--- src/common/mm_macros.svh ---
/*
 * Matrix-multiply accelerator sizes
 * Element format, accumulator width and tiling of the 4x4 problem
 */
`ifndef MM_MACROS_SVH
`define MM_MACROS_SVH

// Signed Q8.8 elements
`define MM_ELEM_W 16
`define MM_FRAC_W 8

// Full-precision sum of K products
`define MM_ACC_W 32

// Shared dimension K
`define MM_INNER_DIM 4

// 2x2 output tiles over a 4x4 result
`define MM_ROW_GROUPS 2
`define MM_COL_GROUPS 2

// Operand memory depth is 8 words
`define MM_ADDR_W 3

`endif

--- src/common/mm_pkg.sv ---
/*
 * Matrix-multiply shared types
 * Element and accumulator types, memory words, host write strobe,
 * beat tags, tile result and the sequencer state
 */
package mm_pkg;

`include "mm_macros.svh"

    // One Q8.8 element
    typedef logic signed [`MM_ELEM_W-1:0] elem_t;

    // Accumulator, no rounding until end of tile
    typedef logic signed [`MM_ACC_W-1:0] acc_t;

    // Two rows side by side for one k
    // I memory: word g*K+k holds I[2g][k] in lo, I[2g+1][k] in hi
    // W memory uses the same layout for W rows
    typedef struct packed {
        elem_t hi;
        elem_t lo;
    } operand_word_t;

    // Host write port, one-cycle strobe
    typedef struct packed {
        logic                  en;
        logic [`MM_ADDR_W-1:0] addr;
        operand_word_t         data;
    } mem_wr_t;

    // Tag riding alongside operand data
    typedef struct packed {
        logic valid;
        logic first; // k == 0, load accumulators
        logic last;  // k == K-1, close the tile
    } beat_t;

    // cXY is C[2*tile_row+X][2*tile_col+Y]
    typedef struct packed {
        logic  tile_row;
        logic  tile_col;
        elem_t c00;
        elem_t c01;
        elem_t c10;
        elem_t c11;
    } tile_result_t;

    // Run controller states
    typedef enum logic [1:0] {
        IDLE,
        RUN,
        DONE
    } seq_state_e;

endpackage

--- src/hdl/operand_ram.sv ---
/*
 * Operand memory
 * 8 words of two elements, host write port and one registered read port
 */
`include "mm_macros.svh"

module operand_ram (
    input  logic                  clk,
    input  mm_pkg::mem_wr_t       wr,      // Host side
    input  logic                  rd_en,
    input  logic [`MM_ADDR_W-1:0] rd_addr,
    output mm_pkg::operand_word_t rd_data  // Valid one cycle after rd_en
);

    localparam int DEPTH = 1 << `MM_ADDR_W;

    // Contents kept across runs
    mm_pkg::operand_word_t mem [0:DEPTH-1];

    // Write port
    always_ff @(posedge clk) begin
        if (wr.en) begin
            mem[wr.addr] <= wr.data;
        end
    end

    // Read port, old word on same-address collision
    always_ff @(posedge clk) begin
        if (rd_en) begin
            rd_data <= mem[rd_addr];
        end
    end

endmodule

--- src/mm_core/tile_sequencer.sv ---
/*
 * Tile sequencer
 * Walks the four 2x2 output tiles row group first, issues one operand read
 * per cycle to both memories, tags each beat and counts finished tiles
 */
`include "mm_macros.svh"

module tile_sequencer (
    input  logic                  clk,
    input  logic                  rst_n,
    input  logic                  start,        // Level, taken in IDLE
    input  logic                  result_valid, // One pulse per finished tile
    output logic                  rd_en,
    output logic [`MM_ADDR_W-1:0] in_rd_addr,
    output logic [`MM_ADDR_W-1:0] wt_rd_addr,
    output mm_pkg::beat_t         beat,         // Aligned with read data
    output logic [1:0]            tile_pos,     // {row, col}, aligned with beat
    output logic                  busy,
    output logic                  done
);

    localparam int K_W      = $clog2(`MM_INNER_DIM);
    localparam int K_LAST   = `MM_INNER_DIM - 1;
    localparam int COL_LAST = `MM_COL_GROUPS - 1;
    localparam int ROW_LAST = `MM_ROW_GROUPS - 1;
    localparam int TILES    = `MM_ROW_GROUPS * `MM_COL_GROUPS;
    localparam int CNT_W    = $clog2(TILES);

    mm_pkg::seq_state_e state;

    logic [K_W-1:0]   k;       // Inner index
    logic             col;     // Tile column, inner loop
    logic             row;     // Tile row, outer loop
    logic             issuing; // Reads still to go
    logic [CNT_W-1:0] res_cnt; // Tiles finished this run

    logic             issue_now;
    mm_pkg::beat_t    iss_beat; // Tag at the read address stage
    logic [1:0]       iss_pos;

    assign issue_now = (state == mm_pkg::RUN) && issuing;

    // Control FSM and loop counters
    always_ff @(posedge clk) begin
        if (!rst_n) begin
            state   <= mm_pkg::IDLE;
            issuing <= 1'b0;
            k       <= '0;
            col     <= 1'b0;
            row     <= 1'b0;
            res_cnt <= '0;
        end else begin
            case (state)
                mm_pkg::IDLE: begin
                    if (start) begin
                        state   <= mm_pkg::RUN;
                        issuing <= 1'b1;
                        k       <= '0;
                        col     <= 1'b0;
                        row     <= 1'b0;
                        res_cnt <= '0;
                    end
                end
                mm_pkg::RUN: begin
                    if (issuing) begin
                        if (k == K_W'(K_LAST)) begin
                            k <= '0;
                            if (col == 1'(COL_LAST)) begin
                                col <= 1'b0;
                                if (row == 1'(ROW_LAST)) begin
                                    row     <= 1'b0;
                                    issuing <= 1'b0; // All 16 beats out
                                end else begin
                                    row <= row + 1'b1;
                                end
                            end else begin
                                col <= col + 1'b1;
                            end
                        end else begin
                            k <= k + 1'b1;
                        end
                    end
                    // Fourth tile back ends the run
                    if (result_valid) begin
                        if (res_cnt == CNT_W'(TILES - 1)) begin
                            state <= mm_pkg::DONE;
                        end
                        res_cnt <= res_cnt + 1'b1;
                    end
                end
                mm_pkg::DONE: begin
                    if (!start) begin
                        state <= mm_pkg::IDLE; // Wait for start to drop
                    end
                end
                default: state <= mm_pkg::IDLE;
            endcase
        end
    end

    // Read addresses, I by tile row and W by tile column
    always_ff @(posedge clk) begin
        in_rd_addr <= `MM_ADDR_W'(row * `MM_INNER_DIM + k);
        wt_rd_addr <= `MM_ADDR_W'(col * `MM_INNER_DIM + k);
        iss_pos    <= {row, col};
        tile_pos   <= iss_pos; // One stage behind, matches read latency
    end

    // Beat flags, issue stage then alignment stage
    always_ff @(posedge clk) begin
        if (!rst_n) begin
            iss_beat <= '0;
            beat     <= '0;
        end else begin
            iss_beat.valid <= issue_now;
            iss_beat.first <= issue_now && (k == '0);
            iss_beat.last  <= issue_now && (k == K_W'(K_LAST));
            beat           <= iss_beat;
        end
    end

    assign rd_en = iss_beat.valid;  // Shared by both memories
    assign busy  = (state == mm_pkg::RUN);
    assign done  = (state == mm_pkg::DONE);

endmodule

--- src/mm_core/mac_tile.sv ---
/*
 * 2x2 multiply-accumulate tile
 * Outer product of an I pair and a W pair per beat, summed over K,
 * then shifted to Q8.8, saturated and registered as one tile result
 */
`include "mm_macros.svh"

module mac_tile (
    input  logic                  clk,
    input  logic                  rst_n,
    input  mm_pkg::beat_t         beat,
    input  logic [1:0]            tile_pos, // {row, col}
    input  mm_pkg::operand_word_t i_word,   // I rows 2r and 2r+1
    input  mm_pkg::operand_word_t w_word,   // W rows 2c and 2c+1
    output logic                  result_valid,
    output mm_pkg::tile_result_t  result
);

    localparam mm_pkg::acc_t SAT_MAX = (2 ** (`MM_ELEM_W - 1)) - 1;
    localparam mm_pkg::acc_t SAT_MIN = -(2 ** (`MM_ELEM_W - 1));

    mm_pkg::acc_t prod [0:3]; // Index is 2*X+Y for cXY
    mm_pkg::acc_t acc  [0:3];
    logic         fin;        // Last beat just landed
    logic [1:0]   pos_q;      // Position of the tile being closed

    // Back to Q8.8, floor on negatives, clip to 16 bits
    function automatic mm_pkg::elem_t rescale(input mm_pkg::acc_t sum);
        mm_pkg::acc_t shifted;
        shifted = sum >>> `MM_FRAC_W;
        if (shifted > SAT_MAX) begin
            shifted = SAT_MAX;
        end else if (shifted < SAT_MIN) begin
            shifted = SAT_MIN;
        end
        return mm_pkg::elem_t'(shifted);
    endfunction

    // Signed 16x16 products, sign extended to 32
    assign prod[0] = i_word.lo * w_word.lo;
    assign prod[1] = i_word.lo * w_word.hi;
    assign prod[2] = i_word.hi * w_word.lo;
    assign prod[3] = i_word.hi * w_word.hi;

    // Accumulators, first beat loads and the rest add
    always_ff @(posedge clk) begin
        if (beat.valid) begin
            for (int n = 0; n < 4; n++) begin
                acc[n] <= beat.first ? prod[n] : acc[n] + prod[n];
            end
            if (beat.last) begin
                pos_q <= tile_pos;
            end
        end
    end

    // Result register, one cycle after the last beat
    always_ff @(posedge clk) begin
        if (!rst_n) begin
            fin          <= 1'b0;
            result_valid <= 1'b0;
            result       <= '0;
        end else begin
            fin          <= beat.valid && beat.last;
            result_valid <= fin; // Single-cycle pulse
            if (fin) begin
                result.tile_row <= pos_q[1];
                result.tile_col <= pos_q[0];
                result.c00      <= rescale(acc[0]);
                result.c01      <= rescale(acc[1]);
                result.c10      <= rescale(acc[2]);
                result.c11      <= rescale(acc[3]);
            end
        end
    end

endmodule

--- src/hdl/mm_top.sv ---
/*
 * Matrix-multiply accelerator top
 * Two operand memories, the tile sequencer and the 2x2 MAC tile
 */
`include "mm_macros.svh"

module mm_top (
    input  logic                 clk,
    input  logic                 rst_n,
    input  logic                 start,
    input  mm_pkg::mem_wr_t      in_wr,        // Input matrix I load
    input  mm_pkg::mem_wr_t      wt_wr,        // Weight matrix W load
    output logic                 busy,
    output logic                 done,
    output logic                 result_valid,
    output mm_pkg::tile_result_t result
);

    logic                  rd_en;
    logic [`MM_ADDR_W-1:0] in_rd_addr;
    logic [`MM_ADDR_W-1:0] wt_rd_addr;
    mm_pkg::operand_word_t in_data;
    mm_pkg::operand_word_t wt_data;
    mm_pkg::beat_t         beat;
    logic [1:0]            tile_pos;

    // I memory
    operand_ram in_ram_i (
        .clk     (clk),
        .wr      (in_wr),
        .rd_en   (rd_en),
        .rd_addr (in_rd_addr),
        .rd_data (in_data)
    );

    // W memory, rows stored like I
    operand_ram wt_ram_i (
        .clk     (clk),
        .wr      (wt_wr),
        .rd_en   (rd_en),
        .rd_addr (wt_rd_addr),
        .rd_data (wt_data)
    );

    // Run control and address generation
    tile_sequencer seq_i (
        .clk          (clk),
        .rst_n        (rst_n),
        .start        (start),
        .result_valid (result_valid), // Tile completion count
        .rd_en        (rd_en),
        .in_rd_addr   (in_rd_addr),
        .wt_rd_addr   (wt_rd_addr),
        .beat         (beat),
        .tile_pos     (tile_pos),
        .busy         (busy),
        .done         (done)
    );

    // Datapath
    mac_tile mac_i (
        .clk          (clk),
        .rst_n        (rst_n),
        .beat         (beat),
        .tile_pos     (tile_pos),
        .i_word       (in_data),
        .w_word       (wt_data),
        .result_valid (result_valid),
        .result       (result)
    );

endmodule

--- config.mk ---
export PLATFORM = sky130hd
export DESIGN_NAME = mm_top
export DESIGN_NICKNAME = d
export VERILOG_FILES = /design/src/common/mm_pkg.sv /design/src/hdl/operand_ram.sv /design/src/mm_core/tile_sequencer.sv /design/src/mm_core/mac_tile.sv /design/src/hdl/mm_top.sv
export VERILOG_INCLUDE_DIRS = /design/src /design/src/common
export SDC_FILE = /design/constraint.sdc
export NUM_CORES = 2
export LEC_CHECK = 0
export BUFFER_PORTS_ARGS = -buffer_cell sky130_fd_sc_hd__buf_2
export CAP_MARGIN = 25
export CORE_MARGIN = 3
export CORE_UTILIZATION = 30
export CTS_CLUSTER_DIAMETER = 60
export CTS_CLUSTER_SIZE = 25
export DETAILED_ROUTE_END_ITERATION = 8
export PLACE_DENSITY = 0.5
export SLEW_MARGIN = 30
export SYNTH_ARGS = -nofsm -noshare
export SYNTH_HDL_FRONTEND = slang
export SYNTH_SLANG_ARGS = --single-unit
--- constraint.sdc ---
create_clock -name clk -period 24.1 [get_ports clk]
set_input_delay 0 -clock clk [delete_from_list [all_inputs] [get_ports clk]]
set_output_delay 0 -clock clk [all_outputs]
set_load 0.01 [all_outputs]
==> Yosys cells after proc, flatten, opt, wreduce, memory -nomap -nowiden <==
Memory sizes are Yosys's and may differ from the RTL's. A register that Yosys moved wholly into a read port is not among the register bits.
Cells that the tools add are included.
{ "word_totals": {"elab_cells": 120, "ff_bits": 95, "mem_bits_rw": 640, "n_memories": 3, "inputBits": 75} }
{ "classes": {"n_mul": 4, "n_lt_le_gt_ge": 8, "addsub": 10, "muxes": 45, "reduce_logical": 14, "n_eq_ne": 11} }
{ "mem_list": {"columns": ["memory", "words", "width", "read_ports", "rd_clocked_by_memory_dff", "wr", "line", "text"], "rows": [
  ["in_ram_i.mem", 8, 32, 1, 1, 1, "operand_ram.sv:18", "mm_pkg::operand_word_t mem [0:DEPTH-1];"],
  ["wt_ram_i.mem", 8, 32, 1, 1, 1, "operand_ram.sv:18", null],
  ["mac_i.acc", 4, 32, 4, 0, 4, "mac_tile.sv:23", "mm_pkg::acc_t acc [0:3];"]
]} }
{ "ops": {"columns": ["operator", "count"], "rows": [
  ["adder 32 bit", 4],
  ["multiplier 16 x 16 -> 32 bit", 4],
  ["two-way mux 16 bit", 8],
  ["two-way mux 32 bit", 4],
  ["> comparator 24 x 16 -> 1 bit (second input constant)", 4],
  ["< comparator 24 x 16 -> 1 bit (second input constant)", 4],
  ["two-way mux 1 bit", 19],
  ["two-way mux 2 bit", 8],
  ["inequality test 2 x 1 -> 1 bit (second input constant)", 5],
  ["one-hot mux 2 bit (2 select lines)", 2],
  ["AND reduction 4 bit", 2],
  ["adder 3 x 2 -> 3 bit", 2],
  ["== test 2 bit (second input constant)", 3],
  ["one-hot mux 1 bit (2 select lines)", 3],
  ["one-hot mux 2 bit (3 select lines)", 1],
  ["AND reduction 3 bit", 2],
  ["AND reduction 5 bit", 1],
  ["adder 2 x 1 -> 2 bit (second input constant)", 2],
  ["logical AND 1 bit", 4],
  ["logical NOT 2 bit", 2],
  ["inequality test 2 bit (second input constant)", 2],
  ["AND reduction 2 bit", 2],
  ["adder 1 bit (second input constant)", 2],
  ["== test 2 x 1 -> 1 bit (second input constant)", 1],
  ["nonzero test 2 bit", 1]
]} }

==> Longest topological paths before layout <==
{ "depth": {"word_depth": 6, "depth_mapped": 36} }

==> Modules after synthesis <==
From an unflattened synthesis, not the netlist that was laid out.
{ "unflattened": {"cells_unflattened": 6809, "area_unflattened_um2": 75896.5} }
{ "modules_own_cells": {"columns": ["mod", "seq_area_each_um2", "area_each_um2", "n_inst", "cells_each"], "rows": [
  ["mac_tile", 5265.0, 53528.8, 1, 5902],
  ["operand_ram", 8648.3, 10786.6, 2, 415],
  ["tile_sequencer", 420.4, 794.5, 1, 77]
]} }

==> Worst setup path after synthesis <==
OpenSTA, ideal clock, no wires.
{ "synth_timing": {"kind": "reg2reg", "from": "register, netlist name in_ram_i.rd_data[23]", "to": "memory mac_i.acc[2][31] (netlist bit) (data pin)", "stages_incl_launch_ff": 33, "slack_ns": 15.966, "t_required_ns": 23.840, "path_buffers": 1, "period_less_slack_ns": 8.134, "setup_time_ns": 0.260, "t_arrival_ns": 7.874, "path_cell_list": "edfxtp_1 > clkbuf_1 > nand2_1 > fa_1 > inv_1 > fa_1 > inv_1 > fa_1 > inv_1 > fa_1 > fa_1 > inv_1 > fa_1 > inv_1 > ha_1 > a21o_1 > a21o_1 > a221oi_1 > o31ai_1 > a21o_1 > a21oi_1 > xnor2_1 > ha_1 > or3_1 > o22a_1 > or3b_1 > o221a_2 > o41ai_4 > o21ai_2 > a2111oi_2 > a211oi_1 > xnor2_1 > xnor2_1"} }
{ "synth_rtl": {"columns": ["item", "line"], "rows": [
  ["end: declaration", "mac_tile.sv:23"]
]} }

==> results.ini <==
[status]
outcome = finished, final reports clean

[hold_path]
min_path_type = input pin to register

[clocking]
cts_resized = 0
clkTransAtPathRegs_ps = 80
ctsRootBufferMaster = clkbuf_16
cts.sinks = 795
hold_buffers = 91
worst_skew_pair.late_latency_ps = 760
cts_tree = yes
htree_levels = 3
post_cts_buffers = 0
cts_buffer_depth = 3
cts_made_buffers = 83

[logic_synthesis]
syn_inst = 6767
ys_async_sr_fraction = 0
synth_nets = 8357
ys_seq_area_frac = 0.3055
synthMuxAreaShare = 0.05301
synth-seq-cells = 795
synth_cell_types = 85
yosys_warnings = 0
yosys_most_used_dff = edfxtp_1
synth_simple_gate_area_share = 0.1104
synth_top_family_by_area = adder cells
synth_compound_area_frac = 0.07059
synth-adder-area-share = 0.3570
synth-edff-count = 706
syn_avg_cell_area_um2 = 11.12
synthXorXnorAreaFrac = 0.02854
netlist_area_um2 = 75220

[placement]
postPlaceCellArea_um2 = 79950
place_inst = 10053
dpl.hpwl_um = 137300
io_buffers = 143
dp_slack_ps = 15130
gp_congestion = 0.8393

[timing]
finalMaxSlewViolations = 0
fin_ws_ps = 15070
period_minus_slack_ps = 9031
max_freq_ghz = 0.1107
setup_viol = 0
hold_viol_final = 0
hold_slack_ps = 66.33
finalSetupTns_ps = 0
slew_headroom = 0.4258
worst_slew_pin_slew_ps = 861.3
rsz0062_at_grt = no
period_share = 0.3747
fin_skew_ps = 71.61

[flow_run]
drv_cap = 0

[die]
die_x_um = 506.7
ios = 144
die_area_um2 = 256800
design.core.area_um2 = 249100
std_cell_rows = 183
start_util = 0.3020
die_h_um = 506.7

[critical_path]
cp.arrival_ps = 9510
startpoint_type = register
cp_max_fo = 17
max_stage_delay_ps = 740
critPathSlowestCell = edfxtp_1
cp-end-kind = register
worstSetupPathType = register to register
worstPathRequired_ps = 24580
crit_top_cell = fa_1

[power_and_ir_drop]
power_mw = 11.13
p_leak_nw = 35.69
powerDensity_nw_per_um2 = 132.6
irDropWorstVdd_uv = 153.9

[routing]
wl_um = 193600
wl_per_cell_um = 18.76
post_drt_via_cell_ratio = 4.674
post-route-drc-count = 0
ant_nets = 0
firstDrtPassIters = 5
drtIter0Drc = 2663
num_vias = 48235

[cells_and_area]
final_common_cell = inv_1
instances_no_fill = 10320
final_core_util = 0.3371
syn2layout_area_growth_pct = 11.64
post-route-cell-area_um2 = 83980
drive_above_1_share = 0.09657
layout_common_cells = inv_1, fa_1, edfxtp_1
layout.nets = 8489

[grt]
grt_pass1_wl_um = 309400
grt_pass1_vias = 52469
grt_max_degree = 114
grt_usage = 0.1543
grt-ovfl-total = 0
antenna_found_initial = 34

## synth_stat cells, drive strengths merged, types with 11 or more instances
| master | number | area share |
|---|---|---|
| inv | 1217 | 0.061 |
| fa | 1052 | 0.28 |
| edfxtp | 706 | 0.28 |
| nand2 | 650 | 0.032 |
| and2 | 517 | 0.043 |
| ha | 463 | 0.077 |
| clkbuf | 266 | 0.013 |
| o21ai | 248 | 0.017 |
| a21oi | 180 | 0.012 |
| nor2 | 169 | 0.0084 |
| xnor2 | 159 | 0.019 |
| mux4 | 128 | 0.038 |
| nand2b | 119 | 0.0099 |
| a21o | 108 | 0.011 |
| dfxtp | 89 | 0.024 |
| mux2 | 88 | 0.013 |
| xor2 | 81 | 0.0094 |
| a21boi | 67 | 0.0067 |
| nor2b | 40 | 0.0033 |
| o21a | 40 | 0.0040 |
| nor3 | 36 | 0.0024 |
| and3 | 32 | 0.0027 |
| nand3 | 32 | 0.0021 |
| a211oi | 26 | 0.0027 |
| nand4 | 25 | 0.0021 |
| o21bai | 23 | 0.0023 |
| a31oi | 22 | 0.0019 |
| buf | 19 | 0.00095 |
| o31ai | 18 | 0.0018 |
| o211ai | 14 | 0.0014 |
| nor4 | 12 | 0.0010 |
| mux2i | 11 | 0.0015 |
| or3 | 11 | 0.00098 |
## worst paths after layout
check / endpoint / cells past startpoint / startpoint / slack, ps
max: mac_i.acc[1][31]$_DFFE_PP_ / 33 / wt_ram_i.rd_data[22]$_DFFE_PP_ / 15070
min: in_ram_i.mem[0][29]$_DFFE_PP_ / 2 / in_wr[29] / 70
max reg2reg: mac_i.acc[1][31]$_DFFE_PP_ / 33 / wt_ram_i.rd_data[22]$_DFFE_PP_ / 15070
min reg2reg: seq_i.in_rd_addr[1]$_DFF_P_ / 0 / seq_i.k[1]$_SDFFE_PN0P_ / 390
## state kept, by name (all words and copies together) (netlist names), 2 cells and up
register          cells
seq_i.res_cnt         2
mac_i.pos_q           2
in_ram_i.rd_data     32
seq_i.k               2
seq_i.beat            3
seq_i.state           2
seq_i.tile_pos        2
seq_i.in_rd_addr      3
seq_i.iss_beat        2
wt_ram_i.mem        256
mac_i.acc           128
wt_ram_i.rd_data     32
in_ram_i.mem        256
mac_i.result         66
## worst max-delay path, delay by kind of cell, from the launching register on
family,cells,cell delay [ps]
fa+ha+maj,8,3470
simple gates,9,1330
xor+xnor,2,380
flops,1,740
compound gates,9,2240
buf+inv,5,580
## cell families (layout without fill, tap and decap cells)
kind of cell,Yosys count,in the layout
buffers and inverters,1502,1704
and+or+nand+nor,1662,1662
other,0,21
DFF,795,795
xor gates and xnor gates,242,242
muxes,227,227
adders and majority gates,1515,1515
AOI/OAI and AO/OA,824,824
## layout make-up
class	instances	area, µm²
Antenna cell	21	52.55
Clock buffer	89	2183
Clock inverter	66	874.6
Fill cell	25191	165100
Inverter	1217	4568
Multi-Input combinational cell	4470	46720
Sequential cell	795	23010
Tap cell	3330	4167
Timing Repair Buffer	332	2400
## per-layer routing
layer / track usage / part of all wire / vias to the layer above
met2: 0.2496 / 0.46 / 914
met5: 0 / 0.00064 / -
li1: - / - / 22209
met4: 0.03891 / 0.023 / 18
met3: 0.02499 / 0.049 / 208
met1: 0.2154 / 0.47 / 24886
## power breakdown
group	leakage (nW)	switching, mW	internal (mW)
Combinational	27.1	4.30	3.48
Sequential	7.13	0.0344	1.90
Clock	1.47	0.681	0.733
Total	35.7	5.02	6.12
Power figures use the tool's default switching activity.
